**config.mk**
```make
export PLATFORM = sky130hd
export DESIGN_NAME = lsu_load_extend
export DESIGN_NICKNAME = d
export VERILOG_FILES = /design/src/lsu_pkg.sv /design/src/lsu_load_extend.sv
export SDC_FILE = /design/constraint.sdc
export NUM_CORES = 1
export LEC_CHECK = 0
export CAP_MARGIN = 20
export CORE_UTILIZATION = 57
export DETAILED_ROUTE_END_ITERATION = 16
export DONT_BUFFER_PORTS = 1
export PLACE_DENSITY = 0.72
export SYNTH_ARGS = -nofsm -noshare
export SYNTH_HDL_FRONTEND = slang
export SYNTH_SLANG_ARGS = --single-unit
```
**constraint.sdc**
```tcl
create_clock -name vclk -period 1.4
set_input_delay 0.07 -clock vclk [all_inputs]
set_output_delay 0.07 -clock vclk [all_outputs]
set_load 0.005 [all_outputs]
```
**src/lsu_pkg.sv**
```systemverilog
// RV32 load/store codes as given by the execute stage; data path fixed at 32 bits
`default_nettype none

package lsu_pkg;

	localparam int DATA_W = 32;
	localparam int ADDR_W = 32;
	localparam int BYTE_W = 8;
	localparam int HALF_W = 16;
	localparam int STRB_W = DATA_W / BYTE_W;

	typedef logic [DATA_W-1:0] data_t;
	typedef logic [ADDR_W-1:0] addr_t;
	typedef logic [STRB_W-1:0] strb_t;
	typedef logic [$clog2(STRB_W)-1:0] offset_t;
	typedef logic [4:0] reg_idx_t;

	// any nonzero code is a load
	typedef logic [2:0] load_type_t;
	localparam load_type_t LOAD_NONE = 3'd0;
	localparam load_type_t LOAD_LB   = 3'd1;
	localparam load_type_t LOAD_LH   = 3'd2;
	localparam load_type_t LOAD_LW   = 3'd3;
	localparam load_type_t LOAD_LBU  = 3'd4;
	localparam load_type_t LOAD_LHU  = 3'd5;

	typedef logic [1:0] store_type_t;
	localparam store_type_t STORE_NONE = 2'd0;
	localparam store_type_t STORE_SB   = 2'd1;
	localparam store_type_t STORE_SH   = 2'd2;
	localparam store_type_t STORE_SW   = 2'd3;

	// controller FSM
	typedef enum logic [1:0] {
		LSU_IDLE,
		LSU_ADDR,
		LSU_RESP,
		LSU_WB
	} lsu_state_t;

endpackage

`default_nettype wire

```
**src/lsu_load_extend.sv**
```systemverilog
// combinational; offset is only honoured inside the SRAM window, unknown load codes return the word
`timescale 1ns/10ps
`default_nettype none

module lsu_load_extend (
	input  wire lsu_pkg::load_type_t load_type_i,
	input  wire lsu_pkg::offset_t    offset_i,
	input  wire                      aligned_i,
	input  wire lsu_pkg::data_t      rdata_i,
	output lsu_pkg::data_t           value_o
);
	import lsu_pkg::*;

	data_t shifted;

	// bring the addressed byte down to lane 0
	always_comb begin
		if (aligned_i) begin
			shifted = rdata_i >> (BYTE_W * offset_i);
		end else begin
			shifted = rdata_i;
		end
	end

	always_comb begin
		case (load_type_i)
			LOAD_LB: begin
				value_o = {{(DATA_W - BYTE_W){shifted[BYTE_W-1]}}, shifted[BYTE_W-1:0]};
			end
			LOAD_LH: begin
				value_o = {{(DATA_W - HALF_W){shifted[HALF_W-1]}}, shifted[HALF_W-1:0]};
			end
			LOAD_LBU: begin
				value_o = {{(DATA_W - BYTE_W){1'b0}}, shifted[BYTE_W-1:0]};
			end
			LOAD_LHU: begin
				value_o = {{(DATA_W - HALF_W){1'b0}}, shifted[HALF_W-1:0]};
			end
			LOAD_LW: begin
				value_o = shifted;
			end
			default: begin
				value_o = shifted;
			end
		endcase
	end

endmodule

`default_nettype wire

```
==> out/qor.yml <==
outcome:
  run_status: "completed"
layout:
  finalNonFillerCells: 164
  final_layout_size_suffix_gt1_share_pct: 12.8
  final_area_um2: 943
  final.fill_count: 157
  seq_cells: 0
  insertedDiodeCount: 0
  commonest_non_fill_non_tap_cell_in_the_layout: "sky130_fd_sc_hd__nor2_1"
  nets: 188
  final-seq-area_um2: 0
  area.growth.synth_to_final_pct: -2.08
  most_frequent_cells_in_the_layout: "sky130_fd_sc_hd__nor2_1 (21), sky130_fd_sc_hd__o21ai_0 (19), sky130_fd_sc_hd__nand3_1 (14), sky130_fd_sc_hd__nand2_1 (13), sky130_fd_sc_hd__a21oi_1 (8)"
  clock_buffer_count: 0
drt:
  initialDrtViolationCount: 75
  drc_errors: 0
  vias: 1197
  average_via_count_per_standard_cell: 7.30
  drtPass1Iterations: 4
  finalWirelength_um: 3100
  route.antenna.remaining_nets: 0
  wirelength_per_cell_um: 18.9
run:
  drv.max_cap_violation_count: 0
floorplan:
  design.portCount: 70
  initial_core_util_pct: 62.5
  rows: 14
  fp.dieH_um: 43.1
  fp.dieArea_um2: 1860
  fp.dieW_um: 43.1
  floorplan.core_area_um2: 1540
global_route:
  first_global_vias: 1000
  gr-usage-all-layers_pct: 31.0
  grt_max_degree: 32
  grt_antenna_before_repair: 0
  global_route.overflow_total: 0
  grt_pass1_wl_um: 4590
yosys:
  post_synth_instance_area_um2: 963
  netlist_instances: 157
  yosys_warnings: 0
  synth_fp_nets: 195
  yosysTopAreaCell: "sky130_fd_sc_hd__o21ai_0"
  post_synth_num_cell_types: 40
  synthTopCellsByArea: "sky130_fd_sc_hd__o21ai_0 (9.9%), sky130_fd_sc_hd__nor2_1 (8.2%), sky130_fd_sc_hd__nand3_1 (7.3%)"
  ys_seq_area_share_pct: 0
  post-synth-top-area-fraction_pct: 9.87
  avgSynthCellArea_um2: 6.14
critical_path:
  cp_data_required_time_ns: 1.33
  path_class: "primary input to output pin"
  critical_path_peak_fanout: 27
  worst_ep_arrival_time_ns: 1.17
  cp-end-kind: "output pin"
  cp-start-kind: "primary input"
place:
  number_of_cells_after_detailed_placement: 164
  port_buffers: 0
  place.detailed.hpwl_um: 2260
  gp_congestion: 0.879
  placed_cell_area_um2: 943
clock_tree:
  cts_hold_buffers: 0
  post-cts-setup-buffer-count: 0
  cts.repair.resized: 0
hold_path:
  min_path_cells: 1
  worst_hold_path_type: "primary input to output pin"
power_and_ir_drop:
  worst_ir_drop_vdd_mv: 0.162
  sw_share_pct: 55.1
  power.leakage_nw: 0.399
  p_switching_mw: 0.159
  power.density_cell_area_nw_per_um2: 305
  sequential_share_of_power_pct: 0
  p_int_mw: 0.129
  part_of_the_total_power_dissipated_in_the_clock_network_pct: 0
  pwr-share-comb_pct: 100.0
sta:
  setup_viol_count_final: 0
  post-route-period-util_pct: 88.4
  worst-slew-pin-transition_ns: 0.585
  final_hold_viols: 0
  relSlewSlack_pct: 60.8
  finalSetupTns_ns: 0
  report.final.slew_viol_count: 0
  grt_setup_unrepaired: "no"
  max_clock_freq_mhz: 808
  hold_slack_ns: 0.250
  period_needed_ns: 1.24
[through the flow]
| step | setup slack (ns) | util [%] | power, mW |
|---|---|---|---|
| 2_1_floorplan | 0.132 | - | 0.271 |
| 3_3_place_gp | 0.206 | 61.2 | 0.278 |
| 3_5_place_dp | 0.177 | 61.2 | 0.286 |
| 4_1_cts | 0.179 | 61.2 | 0.286 |
| 5_1_grt | 0.104 | 61.2 | 0.314 |
| 6_report | 0.163 | 61.2 | 0.288 |
[Yosys cell counts, types with 2 or more instances]
cell type,instances
sky130_fd_sc_hd__nor2_1,21
sky130_fd_sc_hd__o21ai_0,19
sky130_fd_sc_hd__nand3_1,14
sky130_fd_sc_hd__nand2_1,13
sky130_fd_sc_hd__a21oi_1,8
sky130_fd_sc_hd__inv_1,7
sky130_fd_sc_hd__a222oi_1,6
sky130_fd_sc_hd__clkbuf_1,6
sky130_fd_sc_hd__o211ai_1,6
sky130_fd_sc_hd__buf_2,5
sky130_fd_sc_hd__a22oi_1,4
sky130_fd_sc_hd__a31oi_1,4
sky130_fd_sc_hd__mux2_2,4
sky130_fd_sc_hd__mux2i_1,4
sky130_fd_sc_hd__o22ai_1,4
sky130_fd_sc_hd__buf_6,3
sky130_fd_sc_hd__nand2b_1,3
sky130_fd_sc_hd__nand3_2,3
sky130_fd_sc_hd__o2bb2ai_1,2
[critical path, stage by stage]
cell	delay (ns)
sky130_fd_sc_hd__and3b_1	0.18
sky130_fd_sc_hd__a22o_4	0.24
sky130_fd_sc_hd__o211ai_4	0.44
sky130_fd_sc_hd__o211ai_1	0.22
[final timing paths]
kind	slack (ns)	to	from
setup / recovery	0.16	value_o[22]	offset_i[0]
hold / removal	0.25	value_o[4]	offset_i[1]
[per-layer routing]
metal  routed length (um)  vias up  GRT usage, %
li1                     -      578             -
met1                 1230      543          42.9
met2                 1510       73          50.7
met3                  341        3          5.11
met4                   15        0          4.85
met5                    0        -             0
[final cells by class]
class / count / area (um^2) / share of cell area, %
multi-input combinational: 134 / 848 / 89.9
timing repair buffer: 6 / 45.0 / 4.77
inverter: 8 / 30.0 / 3.18
tap: 16 / 20.0 / 2.12
[power groups by stage]
| stage | logic, mW | registers, mW | clock network (mW) |
|---|---|---|---|
| global placement | 0.278 | 0 | 0 |
| global route | 0.314 | 0 | 0 |
| floorplan | 0.271 | 0 | 0 |
| finish | 0.288 | 0 | 0 |
| CTS | 0.286 | 0 | 0 |
| detailed placement | 0.286 | 0 | 0 |
[kinds of logic (layout without fill, tap and decap cells)]
family | count (synthesis) | after routing | share of synthesized area, %
AO/OA/AOI/OAI | 63 | 63 | 47.0
buffers and inverters | 23 | 14 | 11.9
AND/OR/NAND/NOR | 62 | 62 | 31.3
XOR/XNOR | 1 | 1 | 0.909
multiplexers | 8 | 8 | 8.83
Note: power is estimated with default switching activity, not from simulation.
