<file path="config.mk">
export PLATFORM = sky130hd
export DESIGN_NAME = lsu_store_align
export DESIGN_NICKNAME = d
export VERILOG_FILES = /design/src/lsu_pkg.sv /design/src/lsu_store_align.sv
export SDC_FILE = /design/constraint.sdc
export NUM_CORES = 1
export LEC_CHECK = 0
export BUFFER_PORTS_ARGS = -buffer_cell sky130_fd_sc_hd__buf_2
export CORE_MARGIN = 2
export CORE_UTILIZATION = 35
export DETAILED_ROUTE_END_ITERATION = 8
export PLACE_DENSITY = 0.8
export SETUP_SLACK_MARGIN = 0.02
export SKIP_LAST_GASP = 1
export SLEW_MARGIN = 40
export SYNTH_ARGS = -nofsm -noshare
export SYNTH_HDL_FRONTEND = slang
export SYNTH_SLANG_ARGS = --single-unit
</file>
<file path="constraint.sdc">
create_clock -name vclk -period 2.7
set_clock_uncertainty 0.15 [all_clocks]
set_input_delay 0.27 -clock vclk [all_inputs]
set_output_delay 0.27 -clock vclk [all_outputs]
set_load 0.03 [all_outputs]
</file>
<file path="src/lsu_pkg.sv">
// RV32 load/store codes as given by the execute stage; data path fixed at 32 bits
`default_nettype none

package lsu_pkg;

	localparam int DATA_W = 32;
	localparam int ADDR_W = 32;
	localparam int BYTE_W = 8;
	localparam int HALF_W = 16;
	localparam int STRB_W = DATA_W / BYTE_W;

	typedef logic [DATA_W-1:0] data_t;
	typedef logic [ADDR_W-1:0] addr_t;
	typedef logic [STRB_W-1:0] strb_t;
	typedef logic [$clog2(STRB_W)-1:0] offset_t;
	typedef logic [4:0] reg_idx_t;

	// any nonzero code is a load
	typedef logic [2:0] load_type_t;
	localparam load_type_t LOAD_NONE = 3'd0;
	localparam load_type_t LOAD_LB   = 3'd1;
	localparam load_type_t LOAD_LH   = 3'd2;
	localparam load_type_t LOAD_LW   = 3'd3;
	localparam load_type_t LOAD_LBU  = 3'd4;
	localparam load_type_t LOAD_LHU  = 3'd5;

	typedef logic [1:0] store_type_t;
	localparam store_type_t STORE_NONE = 2'd0;
	localparam store_type_t STORE_SB   = 2'd1;
	localparam store_type_t STORE_SH   = 2'd2;
	localparam store_type_t STORE_SW   = 2'd3;

	// controller FSM
	typedef enum logic [1:0] {
		LSU_IDLE,
		LSU_ADDR,
		LSU_RESP,
		LSU_WB
	} lsu_state_t;

endpackage

`default_nettype wire

</file>
<file path="src/lsu_store_align.sv">
// combinational; byte-lane shifting only inside the SRAM window, other stores go out as given
`timescale 1ns/10ps
`default_nettype none

module lsu_store_align (
	input  wire lsu_pkg::store_type_t store_type_i,
	input  wire lsu_pkg::offset_t     offset_i,
	input  wire                       aligned_i,
	input  wire lsu_pkg::data_t       wdata_i,
	output lsu_pkg::strb_t            strb_o,
	output lsu_pkg::data_t            data_o
);
	import lsu_pkg::*;

	strb_t base_strb;

	// lanes the store covers before any offset
	always_comb begin
		case (store_type_i)
			STORE_NONE: begin
				base_strb = '0;
			end
			STORE_SB: begin
				base_strb = 4'b0001;
			end
			STORE_SH: begin
				base_strb = 4'b0011;
			end
			STORE_SW: begin
				base_strb = 4'b1111;
			end
			default: begin
				base_strb = '0;
			end
		endcase
	end

	// move to the addressed lane
	// anything pushed past byte 3 is dropped
	always_comb begin
		if (aligned_i) begin
			strb_o = base_strb << offset_i;
			data_o = wdata_i << (BYTE_W * offset_i);
		end else begin
			strb_o = base_strb;
			data_o = wdata_i;
		end
	end

endmodule

`default_nettype wire

</file>
==> results.txt, run 1 <==
Outcome -> complete, no violations
1st-pass router iterations -> 4
Psw -> 190 uW
Largest net degree at the start of global routing -> 35
WHS Path Cells -> 3
# nets final -> 215
Mapped cell area -> 779 um^2
CP arrival -> 1610 ps
Vias in the first global route -> 949
Avg Cell Area, Syn -> 6.78 um^2
DP Area -> 1110 um^2
Vias post-DR -> 1130
Seq. cell area -> 0 um^2
Synth-to-layout area growth -> 42.2%
Pwr/cell area -> 264 nW/um^2
Max-cap check violation count -> 0
# DRC -> 0
Post-synthesis compound-gate area fraction -> 53.0%
Startpoint types -> primary input
Slew @ Worst Pin -> 662 ps
Crit Path Class -> in2out
Max FO, Critical Path -> 34
Slew Limit Headroom -> 55.8%
Post-synthesis mux area share -> 7.70%
Post-place setup slack -> 698 ps
Clock Buffer Count -> 0
ANT nets after route -> 0
Hold Crit Class -> in2out
Sequential power share -> 0%
Max Transition Viols Final -> 0
Highest Clock Rate -> 493 MHz
Post-CTS setup buffers -> 0
Die area -> 2620 um^2
Core footprint -> 2150 um^2
Synth cell types -> 28
Row cnt -> 17
Area share of fa/ha/maj cells after synthesis -> 1.44%
Period minus WS final -> 2030 ps
Final Hold Vio Count -> 0
DR WL/cell -> 13.4 um
Ant. Diodes -> 0
Static Leak -> 0.564 nW
Sequential fraction of the synthesis area -> 0%
Post-synth top cells -> a21oi_1, a22oi_1, and2_1, buf_2, o21ai_1
Largest family of logic cells by synthesized area -> compound AO/OA/AOI/OAI gates
Worst Setup End Kind -> primary output
Placer Congestion -> 0.796
Final instance area -> 1110 um^2
Post-synthesis simple-gate area fraction -> 27.8%
Sequential cells -> 0
Io pins -> 73
RSZ-0062 raised after global routing -> no
Final setup fails -> 0
Critical Path RT -> 2280 ps
Port bufs -> 73
Cells after Synth -> 115
Post-synth top area cell -> a221o_1
First-pass GRT wire length -> 4.11 mm
Top-count cell post-synth -> a21oi_1
GRT Total Usage -> 19.2%
CTS resizes -> 0
Max VDD drop -> 0.108 mV
Initial Utilization -> 36.3%
Final critical-path setup slack -> 672 ps
DRT Wirelength -> 2.74 mm
1st-iter DRT viols -> 17
Grt ovf -> 0
Hold WS -> 777 ps
Share of post-route cells with drive strength above 1 -> 43.2%
Die W -> 51.2 um
Period utilisation layout -> 75.1%
Post-DP HPWL -> 2.07 mm
Internal -> 103 uW
XOR/XNOR share of the synthesized area -> 0%
Syn. warnings -> 0
Top cells by area, synth -> a221o_1, o2bb2ai_1, a22oi_1
Post-CTS Hold Buffers -> 0
Post-Route Setup TNS -> 0 ps
Syn_nets -> 152
Comb power frac -> 100.0%
DP Cell Count -> 204
Initial antenna violation count -> 0
Die extent in y -> 51.2 um
Hold endpoint -> data_o[1]
Switching fraction of total power -> 64.9%
Post-synth top area share -> 8.99%
HP Start -> wdata_i[1]
Clk pwr share -> 0%
Final Non-Filler Cells -> 204
Vias per cell -> 5.54
[per-layer routing]
metal | wire length (um) | vias to the layer above | track usage (%)
met5 | 0 | - | 0
met4 | 0 | 0 | 0
met3 | 214 | 0 | 1.75
met2 | 1340 | 45 | 38.3
met1 | 1190 | 510 | 23.0
li1 | - | 575 | -
[how the worst max path moves through the flow]
stage                 end  depth (start not counted)  slack, ps         from
3_5_place_dp   data_o[31]                          5        700  offset_i[0]
2_1_floorplan  data_o[10]                          5       1000  offset_i[0]
5_1_grt        data_o[10]                          5        550  offset_i[0]
4_1_cts         strb_o[2]                          5        690  offset_i[1]
3_3_place_gp   data_o[18]                          4        690  offset_i[1]
6_report        strb_o[2]                          5        670  offset_i[1]
[final cells by class]
class / count / area [um^2]
tap: 28 / 35.0
inverter: 2 / 7.51
timing repair buffer: 73 / 365
multi-input combinational: 101 / 701
fill: 247 / 1040
[cell usage in the layout (no fill, tap or decap), types with 7 or more instances in the layout]
cell / Yosys / routed
and2_1: 9 / 9
o21ai_1: 9 / 9
buf_2: 9 / 73
a221o_1: 7 / 7
nand3_1: 8 / 8
nand2b_1: 8 / 8
a21oi_1: 10 / 10
o2bb2ai_1: 8 / 8
a22oi_1: 9 / 9
[power by group through the flow]
stage / Sequential, mW / Clock, mW / Combinational [mW]
2_1_floorplan: 0 / 0 / 0.204
3_3_place_gp: 0 / 0 / 0.291
3_5_place_dp: 0 / 0 / 0.292
4_1_cts: 0 / 0 / 0.292
5_1_grt: 0 / 0 / 0.313
6_report: 0 / 0 / 0.292
[stage by stage]
step	power (mW)	util, %
floorplan	0.204	-
CTS	0.292	51.6
detailed placement	0.292	51.6
global placement	0.291	51.6
finish	0.292	51.6
global route	0.313	51.6
[cell families (layout without fill, tap and decap cells)]
logic type | Yosys count | after routing
AOI/OAI and AO/OA | 56 | 56
buffers and inverters | 14 | 75
and+or+nand+nor | 38 | 38
adders and majority gates | 1 | 1
muxes | 6 | 6
[critical path: stages]
cell and delay (ps):
buf_2 400, and3b_1 370, a21o_1 200, a22o_1 180, buf_2 180
(Power assumes the default switching activity.)
==> run 2: changes to the inputs <==
Clock period 2.7 ns to 1.9 ns, I/O delays scaled along.
==> run 2 against run 1 <==
Compared with the run above: final cell count rose by 2.9%; utilization rose by 2.1 points; via count rose by 5.2%; worst hold slack got worse by 160 ps; critical endpoint is now data_o[28]; largest cell class unchanged.
==> results.txt, run 2 (synthesis gave the netlist of run 1 again) <==
Top delay family on crit path -> buffers and inverters
Slew Limit Headroom -> 71.5% (+16 points)
1st-iter DRT viols -> 29 (+12)
CP max stage delay -> 430 ps (+30 ps)
HP Start -> wdata_i[1]
Share of post-route cells with drive strength above 1 -> 45.1% (+1.9 points)
WHS Path Cells -> 3 (unchanged)
Internal -> 154 uW (+50%)
CP arrival -> 1320 ps (-290 ps)
Critical-path top delay cell -> and2_1
Switching fraction of total power -> 63.8% (-1.1 points)
DP Area -> 1150 um^2 (+4.1%)
Die area -> 2620 um^2 (unchanged)
Static Leak -> 0.593 nW (+5.1%)
Slew @ Worst Pin -> 427 ps (-235 ps)
Pwr/cell area -> 369 nW/um^2 (+40%)
Max VDD drop -> 0.164 mV (+51%)
Startpoint types -> primary input
# DRC -> 0 (unchanged)
Io pins -> 73 (unchanged)
Vias post-DR -> 1189 (+5.2%)
Final instance area -> 1150 um^2 (+4.1%)
ANT nets after route -> 0 (unchanged)
Most frequent CP cell -> buf_2
Final core occ -> 53.7% (+2.1 points)
Clk pwr share -> 0% (unchanged)
Most common cell after layout, fill and taps aside -> buf_2
Final Hold Vio Count -> 0 (unchanged)
Vias in the first global route -> 1032 (+8.7%)
Most frequent cells in the layout -> buf_2, a21oi_1, and2_1, a22oi_1, o21ai_1
Crit Path Class -> in2out
Sequential power share -> 0% (unchanged)
Hold endpoint -> data_o[1]
GRT Total Usage -> 20.8% (+1.6 points)
CTS resizes -> 0 (unchanged)
Initial Utilization -> 36.3% (unchanged)
Grt ovf -> 0 (unchanged)
1st-pass router iterations -> 4 (unchanged)
Die W -> 51.2 um (unchanged)
Highest Clock Rate -> 601 MHz
Final setup fails -> 0 (unchanged)
# nets final -> 221 (+2.8%)
Outcome -> complete, no violations
Max Transition Viols Final -> 0 (unchanged)
DR WL/cell -> 13.3 um (-1.1%)
Largest net degree at the start of global routing -> 17 (-51%)
Ant. Diodes -> 0 (unchanged)
Worst path bufs/invs -> 2 (unchanged)
Clock Buffer Count -> 0 (unchanged)
Core footprint -> 2150 um^2 (unchanged)
Hold Crit Class -> in2out
Row cnt -> 17 (unchanged)
Post-Route Setup TNS -> 0 ps (unchanged)
Synth-to-layout area growth -> 48.0%
Max-cap check violation count -> 0 (unchanged)
Placer Congestion -> 0.824 (+3.5%)
Worst Setup End Kind -> primary output
Post-DP HPWL -> 2.15 mm (+3.9%)
Psw -> 272 uW (+43%)
Critical Path RT -> 1560 ps (-720 ps)
Period minus WS final -> 1660 ps
RSZ-0062 raised after global routing -> no
DRT Wirelength -> 2.79 mm (+1.8%)
Post-CTS setup buffers -> 0 (unchanged)
Comb power frac -> 100.0% (about the same)
Initial antenna violation count -> 0 (unchanged)
Port bufs -> 73 (unchanged)
Die extent in y -> 51.2 um (unchanged)
Sequential cells -> 0 (unchanged)
First-pass GRT wire length -> 4.49 mm (+9.1%)
Crit-path cells -> buf_2 > and2_1 > a22oi_1 > o21ai_1 > buf_2
Seq. cell area -> 0 um^2 (unchanged)
Max FO, Critical Path -> 13 (-62%)
Vias per cell -> 5.66 (+2.2%)
Post-CTS Hold Buffers -> 0 (unchanged)
Period utilisation layout -> 87.5%
-- run 2: worst max-delay path by stage --
stage	slack, ps	depth (start not counted)	endpoint	start
global placement	280	5	data_o[31]	aligned_i
floorplan	360	5	data_o[10]	offset_i[0]
global route	110	5	data_o[10]	aligned_i
CTS	260	5	data_o[31]	aligned_i
finish	240	5	data_o[28]	aligned_i
detailed placement	260	5	data_o[31]	aligned_i
-- run 2: layout make-up --
| cell class | count | area (um^2) |
|---|---|---|
| fillers | 215 | 995 |
| inverters | 2 | 7.51 |
| multi-input cells | 101 | 701 |
| well taps | 28 | 35.0 |
| repair buffers | 79 | 410 |
-- run 2: power groups by stage --
stage	sequential (mW)	combinational [mW]	clock (mW)
after CTS	0	0.425	0
final	0	0.426	0
after global placement	0	0.423	0
after floorplan	0	0.289	0
after detailed placement	0	0.425	0
after global routing	0	0.458	0
-- run 2: stage by stage --
stage	hold WS [ps]	setup WS (ps)	total power, mW	instances
2_1_floorplan	447	359	0.289	115
4_1_cts	615	261	0.425	210
3_5_place_dp	613	265	0.425	210
6_report	614	237	0.426	210
5_1_grt	637	114	0.458	210
3_3_place_gp	614	279	0.423	210
-- run 2: layer usage --
metal	part of all wire, %	GRT usage, %
met1	41	27.5
met2	48	37.0
met3	10	2.05
met4	0.82	2.70
met5	0	0
