File: src/lsu_pkg.sv
// RV32 load/store codes as given by the execute stage; data path fixed at 32 bits
`default_nettype none

package lsu_pkg;

	localparam int DATA_W = 32;
	localparam int ADDR_W = 32;
	localparam int BYTE_W = 8;
	localparam int HALF_W = 16;
	localparam int STRB_W = DATA_W / BYTE_W;

	typedef logic [DATA_W-1:0] data_t;
	typedef logic [ADDR_W-1:0] addr_t;
	typedef logic [STRB_W-1:0] strb_t;
	typedef logic [$clog2(STRB_W)-1:0] offset_t;
	typedef logic [4:0] reg_idx_t;

	// any nonzero code is a load
	typedef logic [2:0] load_type_t;
	localparam load_type_t LOAD_NONE = 3'd0;
	localparam load_type_t LOAD_LB   = 3'd1;
	localparam load_type_t LOAD_LH   = 3'd2;
	localparam load_type_t LOAD_LW   = 3'd3;
	localparam load_type_t LOAD_LBU  = 3'd4;
	localparam load_type_t LOAD_LHU  = 3'd5;

	typedef logic [1:0] store_type_t;
	localparam store_type_t STORE_NONE = 2'd0;
	localparam store_type_t STORE_SB   = 2'd1;
	localparam store_type_t STORE_SH   = 2'd2;
	localparam store_type_t STORE_SW   = 2'd3;

	// controller FSM
	typedef enum logic [1:0] {
		LSU_IDLE,
		LSU_ADDR,
		LSU_RESP,
		LSU_WB
	} lsu_state_t;

endpackage

`default_nettype wire

File: src/axi_pkg.sv
// AXI4-Lite subset for single-beat word transfers; the map holds one SRAM window only
`default_nettype none

package axi_pkg;

	// response codes returned by the slave
	typedef logic [1:0] axi_resp_t;
	localparam axi_resp_t RESP_OKAY   = 2'd0;
	localparam axi_resp_t RESP_DECERR = 2'd3;

	// log2 of the bytes in one beat
	typedef logic [2:0] axi_size_t;
	localparam axi_size_t AXI_SIZE_4 = 3'd2;

	// SRAM window, 1 KiB of word storage
	localparam logic [31:0] SRAM_BASE_ADDR = 32'h8000_0000;
	localparam int SRAM_WORDS = 256;
	localparam int SRAM_IDX_W = $clog2(SRAM_WORDS);
	localparam logic [31:0] SRAM_LIMIT_ADDR = SRAM_BASE_ADDR + 32'(SRAM_WORDS * 4) - 32'd1;

endpackage

`default_nettype wire

File: src/lsu_ctrl.sv
// one access in flight; operands must stay steady from start_i until valid_o, loads win over stores
`timescale 1ns/10ps
`default_nettype none

module lsu_ctrl (
	input  wire                         clock,
	input  wire                         rstn,
	input  wire                         start_i,
	input  wire lsu_pkg::load_type_t    load_type_i,
	input  wire lsu_pkg::store_type_t   store_type_i,
	input  wire lsu_pkg::addr_t         addr_i,
	input  wire lsu_pkg::data_t         wdata_i,
	// read address and data
	output lsu_pkg::addr_t              ar_addr_o,
	output logic                        ar_valid_o,
	output axi_pkg::axi_size_t          ar_size_o,
	input  wire                         ar_ready_i,
	input  wire lsu_pkg::data_t         r_data_i,
	input  wire axi_pkg::axi_resp_t     r_resp_i,
	input  wire                         r_valid_i,
	output logic                        r_ready_o,
	// write address, data and response
	output lsu_pkg::addr_t              aw_addr_o,
	output logic                        aw_valid_o,
	output axi_pkg::axi_size_t          aw_size_o,
	input  wire                         aw_ready_i,
	output lsu_pkg::data_t              w_data_o,
	output lsu_pkg::strb_t              w_strb_o,
	output logic                        w_valid_o,
	input  wire                         w_ready_i,
	input  wire axi_pkg::axi_resp_t     b_resp_i,
	input  wire                         b_valid_i,
	output logic                        b_ready_o,
	// aligners
	input  wire lsu_pkg::strb_t         st_strb_i,
	input  wire lsu_pkg::data_t         st_data_i,
	input  wire lsu_pkg::data_t         ld_value_i,
	output lsu_pkg::offset_t            offset_o,
	output logic                        aligned_o,
	// back to the core
	output lsu_pkg::data_t              result_o,
	output logic                        valid_o,
	output logic                        busy_o,
	output logic                        err_o
);
	import lsu_pkg::*;
	import axi_pkg::*;

	lsu_state_t con_state;
	lsu_state_t next_state;
	logic is_load;
	logic is_store;
	logic in_sram;
	logic addr_done;
	logic resp_done;
	offset_t offset_q;
	logic in_sram_q;
	data_t result_q;
	logic err_q;

	assign is_load = (load_type_i != LOAD_NONE);
	assign is_store = !is_load && (store_type_i != STORE_NONE);
	assign in_sram = (addr_i >= SRAM_BASE_ADDR) && (addr_i <= SRAM_LIMIT_ADDR);

	// channel drivers, AW and W always raised together
	assign ar_valid_o = (con_state == LSU_ADDR) && is_load;
	assign aw_valid_o = (con_state == LSU_ADDR) && is_store;
	assign w_valid_o = aw_valid_o;
	assign r_ready_o = (con_state == LSU_RESP) && is_load;
	assign b_ready_o = (con_state == LSU_RESP) && is_store;
	assign ar_addr_o = addr_i;
	assign aw_addr_o = addr_i;
	assign ar_size_o = AXI_SIZE_4;
	assign aw_size_o = AXI_SIZE_4;
	assign w_strb_o = st_strb_i;
	// device windows take the word exactly as the core gave it
	assign w_data_o = aligned_o ? st_data_i : wdata_i;

	assign addr_done = (ar_valid_o && ar_ready_i) ||
		(aw_valid_o && aw_ready_i && w_valid_o && w_ready_i);
	assign resp_done = (r_valid_i && r_ready_o) || (b_valid_i && b_ready_o);

	// live address during the address phase, captured copy for the response
	assign offset_o = (con_state == LSU_ADDR) ? addr_i[1:0] : offset_q;
	assign aligned_o = (con_state == LSU_ADDR) ? in_sram : in_sram_q;

	always_comb begin
		next_state = con_state;
		case (con_state)
			LSU_IDLE: begin
				if (start_i) begin
					next_state = LSU_ADDR;
				end
			end
			LSU_ADDR: begin
				// no memory access means straight to write-back
				if (!is_load && !is_store) begin
					next_state = LSU_WB;
				end else if (addr_done) begin
					next_state = LSU_RESP;
				end
			end
			LSU_RESP: begin
				if (resp_done) begin
					next_state = LSU_WB;
				end
			end
			default: begin
				next_state = LSU_IDLE;
			end
		endcase
	end

	always_ff @(posedge clock) begin
		if (!rstn) begin
			con_state <= LSU_IDLE;
			err_q <= 1'b0;
		end else begin
			con_state <= next_state;
			// error flag lives only for the write-back cycle
			if (con_state == LSU_WB) begin
				err_q <= 1'b0;
			end else if (r_valid_i && r_ready_o) begin
				err_q <= (r_resp_i != RESP_OKAY);
			end else if (b_valid_i && b_ready_o) begin
				err_q <= (b_resp_i != RESP_OKAY);
			end
		end
	end

	always_ff @(posedge clock) begin
		if (con_state == LSU_ADDR) begin
			offset_q <= addr_i[1:0];
			in_sram_q <= in_sram;
		end
		if ((con_state == LSU_ADDR) && !is_load && !is_store) begin
			result_q <= addr_i;
		end else if (r_valid_i && r_ready_o) begin
			result_q <= ld_value_i;
		end else if (b_valid_i && b_ready_o) begin
			result_q <= '0;
		end
	end

	assign result_o = result_q;
	assign valid_o = (con_state == LSU_WB);
	assign busy_o = (con_state != LSU_IDLE);
	assign err_o = err_q;

endmodule

`default_nettype wire

File: config.mk
export PLATFORM = sky130hd
export DESIGN_NAME = lsu_ctrl
export DESIGN_NICKNAME = d
export VERILOG_FILES = /design/src/lsu_pkg.sv /design/src/axi_pkg.sv /design/src/lsu_ctrl.sv
export SDC_FILE = /design/constraint.sdc
export NUM_CORES = 1
export LEC_CHECK = 0
export ABC_AREA = 0
export ABC_CLOCK_PERIOD_IN_PS = 3300
export BUFFER_PORTS_ARGS = -buffer_cell sky130_fd_sc_hd__buf_2
export CORE_AREA = 5 5 125 127
export DETAILED_ROUTE_END_ITERATION = 8
export DIE_AREA = 0 0 130 132
export GPL_TIMING_DRIVEN = 1
export PLACE_DENSITY = 0.57
export SLEW_MARGIN = 10
export SYNTH_ARGS = -nofsm -noshare
export SYNTH_HDL_FRONTEND = slang
export SYNTH_SLANG_ARGS = --single-unit
File: constraint.sdc
create_clock -name clock -period 3.3 [get_ports clock]
set_clock_uncertainty 0.2 [all_clocks]
set_input_delay 0.66 -clock clock [delete_from_list [all_inputs] [get_ports clock]]
set_output_delay 0.66 -clock clock [all_outputs]
set_load 0.1 [all_outputs]
==> summary.log, run 1 <==
INFO  placed_design  dpl.cell_count=638
INFO  cells_and_area layout-drive-gt1-share=74.63%
INFO  timing         layout_worst_path_cycle_share=102.0%
INFO  placed_design  place_congestion=0.8494
INFO  run_status     violations=setup timing
INFO  critical_path  number_of_cells_on_the_worst_reg_to_reg_path=7
INFO  critical_path  r2r_end=con_state[1]
INFO  cells_and_area fillerInstances=1480
INFO  logic_synthesis synthAdderAreaFrac=1.850%
INFO  grt            number_of_global_route_vias_before_repair=2852
INFO  critical_path  setup.worst_path.end_class=output port
INFO  power          cellLeakagePower=2.266nW
INFO  critical_path  timing.setup.critical_path_class=input port to output port
INFO  power          netSwitchingFraction=57.81%
INFO  critical_path  cp.arrival=2.51ns
INFO  clocking       clock_buffer_count_from_cts=5
INFO  timing         slew_viol_final=0
INFO  logic_synthesis synth_warnings=0
INFO  critical_path  path_depth=9
INFO  logic_synthesis synth_simple_gate_area_share=5.042%
INFO  flow_run       max-cap-violations=0
INFO  logic_synthesis most_instantiated_cells_after_synthesis=sky130_fd_sc_hd__buf_4 (75), sky130_fd_sc_hd__a22o_1 (32), sky130_fd_sc_hd__edfxtp_1 (32), sky130_fd_sc_hd__mux2_2 (32), sky130_fd_sc_hd__nand2_1 (7)
INFO  grt            overflow=0
INFO  timing         setup-tns-final=-1.282ns
INFO  clocking       clk_root_buffer_cell=sky130_fd_sc_hd__clkbuf_16
INFO  timing         fmaxAchievable=0.2971GHz
INFO  timing         slew-limit-headroom=63.60%
INFO  placed_design  hpwl=9684um
INFO  cells_and_area layout.cells.non_filler=653
INFO  timing         worstMarginPinSlew=0.5418ns
INFO  critical_path  worst_path_largest_cell_delay=0.36ns
INFO  drt            route.detailed.vias_per_inst=4.175
INFO  critical_path  worstPathCellList=buf_8, nor4_4, buf_4, nand4_1, o32ai_4, buf_6, clkbuf_16, mux2_2, buf_12
INFO  power          power_frac_clock=14.8%
INFO  die            chipHeight=132um
INFO  timing         final-setup-viol-count=32
INFO  drt            detail_route.iter0.violations=72
INFO  grt            global_route_wire_length_before_repair=16700um
INFO  run_status     status=finished, violations left
INFO  critical_path  worstSetupStartpoint=addr_i[14]
INFO  die            initial_core_util=18.90%
INFO  logic_synthesis synthMuxAreaShare=15.26%
INFO  logic_synthesis synthXorXnorAreaFrac=0%
INFO  timing         setup_slack=-0.06542ns
INFO  drt            routed_wl=11870um
INFO  logic_synthesis portion_of_synthesized_cell_area_occupied_by_the_leading_cell_type=35.52%
INFO  critical_path  critical_path.startpoint_type=input port
INFO  drt            drcViolationCount=0
INFO  critical_path  r2r_start=con_state[1]
INFO  grt            global_route.usage.total=12.72%
INFO  die            die-area=17160um2
INFO  logic_synthesis ys_types=31
INFO  drt            drt_pre_antenna_iters=4
INFO  power          pwr_density_cell=639.7nW/um2
INFO  logic_synthesis synth_sequential_area_ratio=39.96%
INFO  cells_and_area design.final.nets=654
INFO  logic_synthesis synth_compound_area_share=13.46%
INFO  critical_path  timing.critical_path.slowest_stage_cell=sky130_fd_sc_hd__mux2_2
INFO  die            core-area=14310um2
INFO  clocking       clk_latency=0.28ns
INFO  die            io_pins=330
INFO  drt            num_vias=2726
INFO  placed_design  io_buffer_count=283
INFO  clocking       cts_max_level=2
INFO  logic_synthesis synth.ff_latch_count=38
INFO  drt            antenna_violating_nets_post_route=0
INFO  timing         finalHoldViolations=0
INFO  power          proportion_of_power_drawn_by_flip_flops_and_latches=22.0%
INFO  clocking       clkSinkCount=38
INFO  timing         timing.final.crit_period=3.365ns
INFO  logic_synthesis synth.area.top_cells=sky130_fd_sc_hd__edfxtp_1 (36%), sky130_fd_sc_hd__buf_4 (21%), sky130_fd_sc_hd__mux2_2 (13%)
INFO  critical_path  cp-endpoint=w_data_o[8]
INFO  critical_path  ff2ff_setup_slack=1.18ns
INFO  clocking       cts_tree=yes
INFO  die            die_w=130um
INFO  timing         setup_repair_after_global_routing_missed_its_margin=true
INFO  clocking       post_cts_hold_buffer_count=0
INFO  clocking       clock_tree.buffer_depth=2
INFO  logic_synthesis library_cell_with_the_highest_instance_count_after_synthesis=sky130_fd_sc_hd__buf_4
INFO  cells_and_area areaGrowthSynthToFinish=75.86%
INFO  logic_synthesis dominant_combinational_cell_family_by_area_after_synthesis=buffers and inverters
INFO  power          comb_power_share=63.2%
INFO  logic_synthesis synthFlopType=sky130_fd_sc_hd__edfxtp_1
INFO  logic_synthesis yosysTopAreaCell=sky130_fd_sc_hd__edfxtp_1
INFO  drt            post_drt_wl_per_cell=18.18um
INFO  power          reported_net_switching_power=1.759mW
INFO  logic_synthesis netlist_instances=240
INFO  grt            grt_start_max_net_pins=34
INFO  power          internal_power=1.284mW
INFO  critical_path  worstPathRequired=2.44ns
INFO  logic_synthesis post_synth_instance_area=2705um2
INFO  cells_and_area antenna-diode-count=0
INFO  die            placement_rows=44
INFO  min_path       timing.hold.worst.class=register to register
INFO  power          irDropWorstVdd=0.2245mV
INFO  critical_path  cell_type_group_with_the_largest_total_delay_on_the_critical_path=buffers and inverters
INFO  clocking       clk_pin_slew_worst_setup_hold_paths=0.06ns
INFO  logic_synthesis number_of_flops_mapped_to_enable_cells_by_yosys=32
INFO  logic_synthesis async_flop_share=0%
INFO  critical_path  cp_num_buf_inv=5
INFO  critical_path  crit_path_max_fanout=8
INFO  logic_synthesis syn_area_per_cell=11.27um2
INFO  grt            antenna_violations_before_repair=0
routing by layer:
layer  up-vias  GRT usage (%)  part of all wire [%]
li1       1256              -                     -
met1      1251          14.01                    36
met2       208          22.98                    50
met3        11          4.335                    13
met4         0          3.522                   1.6
met5         -              0                     0
cell usage in the layout (no fill, tap or decap), types with 2 or more instances in the layout:
| cell type | count |
|---|---|
| sky130_fd_sc_hd__a22o_1 | 32 |
| sky130_fd_sc_hd__and3_1 | 2 |
| sky130_fd_sc_hd__buf_12 | 34 |
| sky130_fd_sc_hd__buf_16 | 3 |
| sky130_fd_sc_hd__buf_2 | 248 |
| sky130_fd_sc_hd__buf_4 | 14 |
| sky130_fd_sc_hd__buf_6 | 3 |
| sky130_fd_sc_hd__clkbuf_16 | 6 |
| sky130_fd_sc_hd__clkinv_2 | 2 |
| sky130_fd_sc_hd__conb_1 | 6 |
| sky130_fd_sc_hd__dfxtp_1 | 6 |
| sky130_fd_sc_hd__edfxtp_1 | 32 |
| sky130_fd_sc_hd__ha_1 | 4 |
| sky130_fd_sc_hd__inv_1 | 6 |
| sky130_fd_sc_hd__mux2_2 | 9 |
| sky130_fd_sc_hd__mux2_4 | 25 |
| sky130_fd_sc_hd__mux2i_1 | 3 |
| sky130_fd_sc_hd__nand2_1 | 7 |
| sky130_fd_sc_hd__nand3_1 | 2 |
| sky130_fd_sc_hd__nor2_1 | 4 |
| sky130_fd_sc_hd__nor3_1 | 2 |
| sky130_fd_sc_hd__nor4_1 | 3 |
| sky130_fd_sc_hd__o311ai_0 | 2 |
state kept, by name (all words and copies together), names as in the netlist:
signal / cells
offset_q: 2
err_o: 1
result_o: 32
in_sram_q: 1
con_state: 2
per-stage QoR:
step / utilization (%) / worst slack [ns] / hold slack [ns] / power (mW) / cell area, um2
floorplan: - / -0.4043 / 0.2677 / 2.246 / 2730
global placement: 30.40 / -0.1940 / 0.2571 / 2.585 / 4352
detailed placement: 30.40 / -0.2284 / 0.2676 / 2.605 / 4352
CTS: 32.72 / -0.1657 / 0.2829 / 3.082 / 4683
global route: 33.23 / -0.2010 / 0.2979 / 3.154 / 4757
finish: 33.23 / -0.06542 / 0.2796 / 3.043 / 4757
power groups by stage:
stage	sequential [mW]	combinational [mW]	clock [mW]
2_1_floorplan	1.17	1.08	0
3_3_place_gp	0.675	1.91	0
3_5_place_dp	0.680	1.92	0
4_1_cts	0.670	1.94	0.473
5_1_grt	0.678	1.99	0.486
6_report	0.669	1.92	0.450
cell families after synthesis:
kind of cell,after synthesis
AND/OR/NAND/NOR,27
buffers and inverters,92
multiplexers,37
flip-flops,38
other,2
AO/OA/AOI/OAI,40
adder cells (fa/ha/maj),4
what timing repair did:
action                                 4_1_cts  5_1_grt
cloned                                       3        1
setup buffers                                2        2
pin swaps                                    1        0
setup endpoints to repair                   32       32
endpoints found under the hold margin        0        0
resized for setup                           28       10
worst min-delay path by stage:
stage,slack [ns],startpoint,depth (start not counted),endpoint
after floorplan,0.27,con_state[1],2,con_state[1]
after global placement,0.26,offset_q[0],1,offset_q[0]
after detailed placement,0.27,offset_q[1],1,offset_q[1]
after CTS,0.28,offset_q[1],1,offset_q[1]
after global routing,0.30,offset_q[1],1,offset_q[1]
final,0.28,offset_q[1],1,offset_q[1]
final cells by class:
cell class                      instances  area (um2)  share of cell area [%]
Clock inverter                          2       10.01                  0.2104
Multi-Input combinational cell        114        1105                   23.22
Tap cell                              184       230.2                   4.840
Clock buffer                            5       125.1                   2.630
Sequential cell                        38        1081                   22.72
Inverter                                6       22.52                  0.4734
Timing Repair Buffer                  304        2183                   45.90
Power figures use the tool's default switching activity.
==> run 2, diff against run 1 <==
ABC_CLOCK_PERIOD_IN_PS = 4270   (was 3300)
CORE_AREA = 5 5 126 128   (was 5 5 125 127)
DIE_AREA = 0 0 131 133   (was 0 0 130 132)
PLACE_DENSITY = 0.56   (was 0.57)
clock period = 4.27 ns   (was 3.3 ns; I/O delays follow)
==> run 2 against run 1 <==
Against the previous run: the run now ends clean; utilization fell by 2.8 points; die area up 1.5%; count of clock-buffer cells in the layout unchanged; first-iteration DRC count fell by 36%.
==> summary.log, run 2 (same netlist as run 1, synthesis figures left out) <==
INFO  run_status     status=complete, no violations
INFO  clocking       clk_latency=0.28ns
INFO  drt            num_vias=2603
INFO  die            die_w=131um
INFO  grt            grt_start_max_net_pins=35
INFO  drt            antenna_violating_nets_post_route=0
INFO  critical_path  ff2ff_setup_slack=1.93ns
INFO  power          power_frac_clock=19.5%
INFO  critical_path  cp.arrival=2.81ns
INFO  drt            routed_wl=11280um
INFO  flow_run       max-cap-violations=0
INFO  grt            overflow=0
INFO  critical_path  setup.worst_path.end_class=output port
INFO  power          cellLeakagePower=2.093nW
INFO  clocking       cts_max_level=2
INFO  grt            number_of_global_route_vias_before_repair=2622
INFO  placed_design  place_congestion=0.7565
INFO  cells_and_area design.final.nets=638
INFO  clocking       post_cts_hold_buffer_count=0
INFO  critical_path  r2r_start=con_state[0]
INFO  min_path       timing.hold.worst.class=register to register
INFO  drt            post_drt_wl_per_cell=17.54um
INFO  cells_and_area design_area_final=4488um2
INFO  timing         setup-tns-final=0ns
INFO  power          comb_power_share=59.5%
INFO  die            chipHeight=133um
INFO  power          pwr_density_cell=546.9nW/um2
INFO  timing         finalHoldViolations=0
INFO  die            die-area=17420um2
INFO  power          internal_power=1.097mW
INFO  die            placement_rows=45
INFO  cells_and_area layout.cells.most_common_list=sky130_fd_sc_hd__buf_2 (250), sky130_fd_sc_hd__buf_12 (34), sky130_fd_sc_hd__a22o_1 (32), sky130_fd_sc_hd__mux2_2 (32), sky130_fd_sc_hd__edfxtp_1 (32)
INFO  timing         slew-limit-headroom=65.73%
INFO  cells_and_area fin_util=30.42%
INFO  placed_design  io_buffer_count=283
INFO  die            core-area=14750um2
INFO  cells_and_area final_common_cell=sky130_fd_sc_hd__buf_2
INFO  clocking       clock_tree.buffer_depth=2
INFO  clocking       clkSinkCount=38
INFO  critical_path  cp-endpoint=w_data_o[13]
INFO  cells_and_area layout-drive-gt1-share=72.91%
INFO  cells_and_area areaGrowthSynthToFinish=65.91%
INFO  power          netSwitchingFraction=55.30%
INFO  critical_path  crit_path_max_fanout=34
INFO  die            initial_core_util=18.34%
INFO  critical_path  timing.setup.critical_path_class=input port to output port
INFO  critical_path  r2r_end=result_o[25]
INFO  timing         worstMarginPinSlew=0.5176ns
INFO  clocking       setup_repair_bufs_after_cts=0
INFO  timing         setup_repair_after_global_routing_missed_its_margin=false
INFO  grt            global_route_wire_length_before_repair=15590um
INFO  placed_design  placed_area=4297um2
INFO  clocking       cts-resized-gates=0
INFO  power          proportion_of_power_drawn_by_flip_flops_and_latches=21.0%
INFO  drt            drt_pre_antenna_iters=4
INFO  clocking       clk_root_buffer_cell=sky130_fd_sc_hd__clkbuf_16
INFO  power          reported_net_switching_power=1.357mW
INFO  power          irDropWorstVdd=0.3440mV
INFO  clocking       cts_tree=yes
INFO  grt            global_route.usage.total=11.88%
INFO  die            io_pins=330
INFO  clocking       clk_pin_slew_worst_setup_hold_paths=0.06ns
INFO  power          total_power=2.455mW
INFO  cells_and_area largest_register_ffs=32
INFO  critical_path  worstPathRequired=3.22ns
INFO  critical_path  critical_path.startpoint_type=input port
INFO  timing         slew_viol_final=0
INFO  grt            antenna_violations_before_repair=2
INFO  clocking       clock_buffer_count_from_cts=5
INFO  timing         fmaxAchievable=0.2588GHz
INFO  critical_path  number_of_cells_on_the_worst_reg_to_reg_path=7
INFO  timing         finalHoldWorstSlack=0.2847ns
INFO  timing         layout_worst_path_cycle_share=90.48%
INFO  drt            drcViolationCount=0
INFO  placed_design  hpwl=9636um
INFO  timing         timing.final.crit_period=3.864ns
INFO  critical_path  worstSetupStartpoint=addr_i[12]
INFO  drt            detail_route.iter0.violations=46
INFO  timing         final-setup-viol-count=0
INFO  drt            route.detailed.vias_per_inst=4.048
## run 2: how the worst min path moves through the flow
stage | end | cells after the start | slack [ns] | from
after detailed placement | offset_q[0] | 1 | 0.27 | offset_q[0]
after CTS | offset_q[0] | 1 | 0.28 | offset_q[0]
after global routing | offset_q[0] | 1 | 0.32 | offset_q[0]
after global placement | offset_q[0] | 1 | 0.26 | offset_q[0]
final | offset_q[0] | 1 | 0.28 | offset_q[0]
after floorplan | con_state[1] | 2 | 0.27 | con_state[1]
## run 2: layer usage
layer | part of all wire [%] | global-route usage, % | vias up
met5 | 0.18 | 0 | -
met3 | 13 | 4.400 | 15
met2 | 49 | 21.02 | 188
met4 | 1.2 | 2.571 | 2
met1 | 37 | 13.47 | 1174
li1 | - | - | 1224
## run 2: final cells by class
class / count / area (um2)
timing repair buffer: 288 / 1962
clock inverter: 3 / 63.81
tap: 188 / 235.2
fill: 1536 / 10260
multi-input combinational: 114 / 996.0
antenna: 1 / 2.502
clock buffer: 5 / 125.1
inverter: 6 / 22.52
sequential: 38 / 1081
## run 2: metrics by stage
stage | setup WS, ns | instances
4_1_cts | 0.3714 | 642
5_1_grt | 0.2873 | 642
3_3_place_gp | 0.4364 | 634
2_1_floorplan | 0.1777 | 244
6_report | 0.4064 | 643
3_5_place_dp | 0.3916 | 634
## run 2: power by group through the flow
stage               Clock, mW  Combinational, mW  Sequential (mW)
finish                  0.479               1.46            0.515
global route            0.510               1.51            0.522
CTS                     0.496               1.47            0.516
detailed placement          0               1.47            0.524
global placement            0               1.46            0.520
floorplan                   0              0.835            0.901
## run 2: critical path, cell delays in order
cell and delay [ns]:
sky130_fd_sc_hd__buf_2 0.13, sky130_fd_sc_hd__nor4_1 0.30, sky130_fd_sc_hd__buf_4 0.18, sky130_fd_sc_hd__nand4_1 0.15, sky130_fd_sc_hd__o32ai_4 0.34, sky130_fd_sc_hd__buf_12 0.25, sky130_fd_sc_hd__mux2_2 0.40, sky130_fd_sc_hd__buf_12 0.17
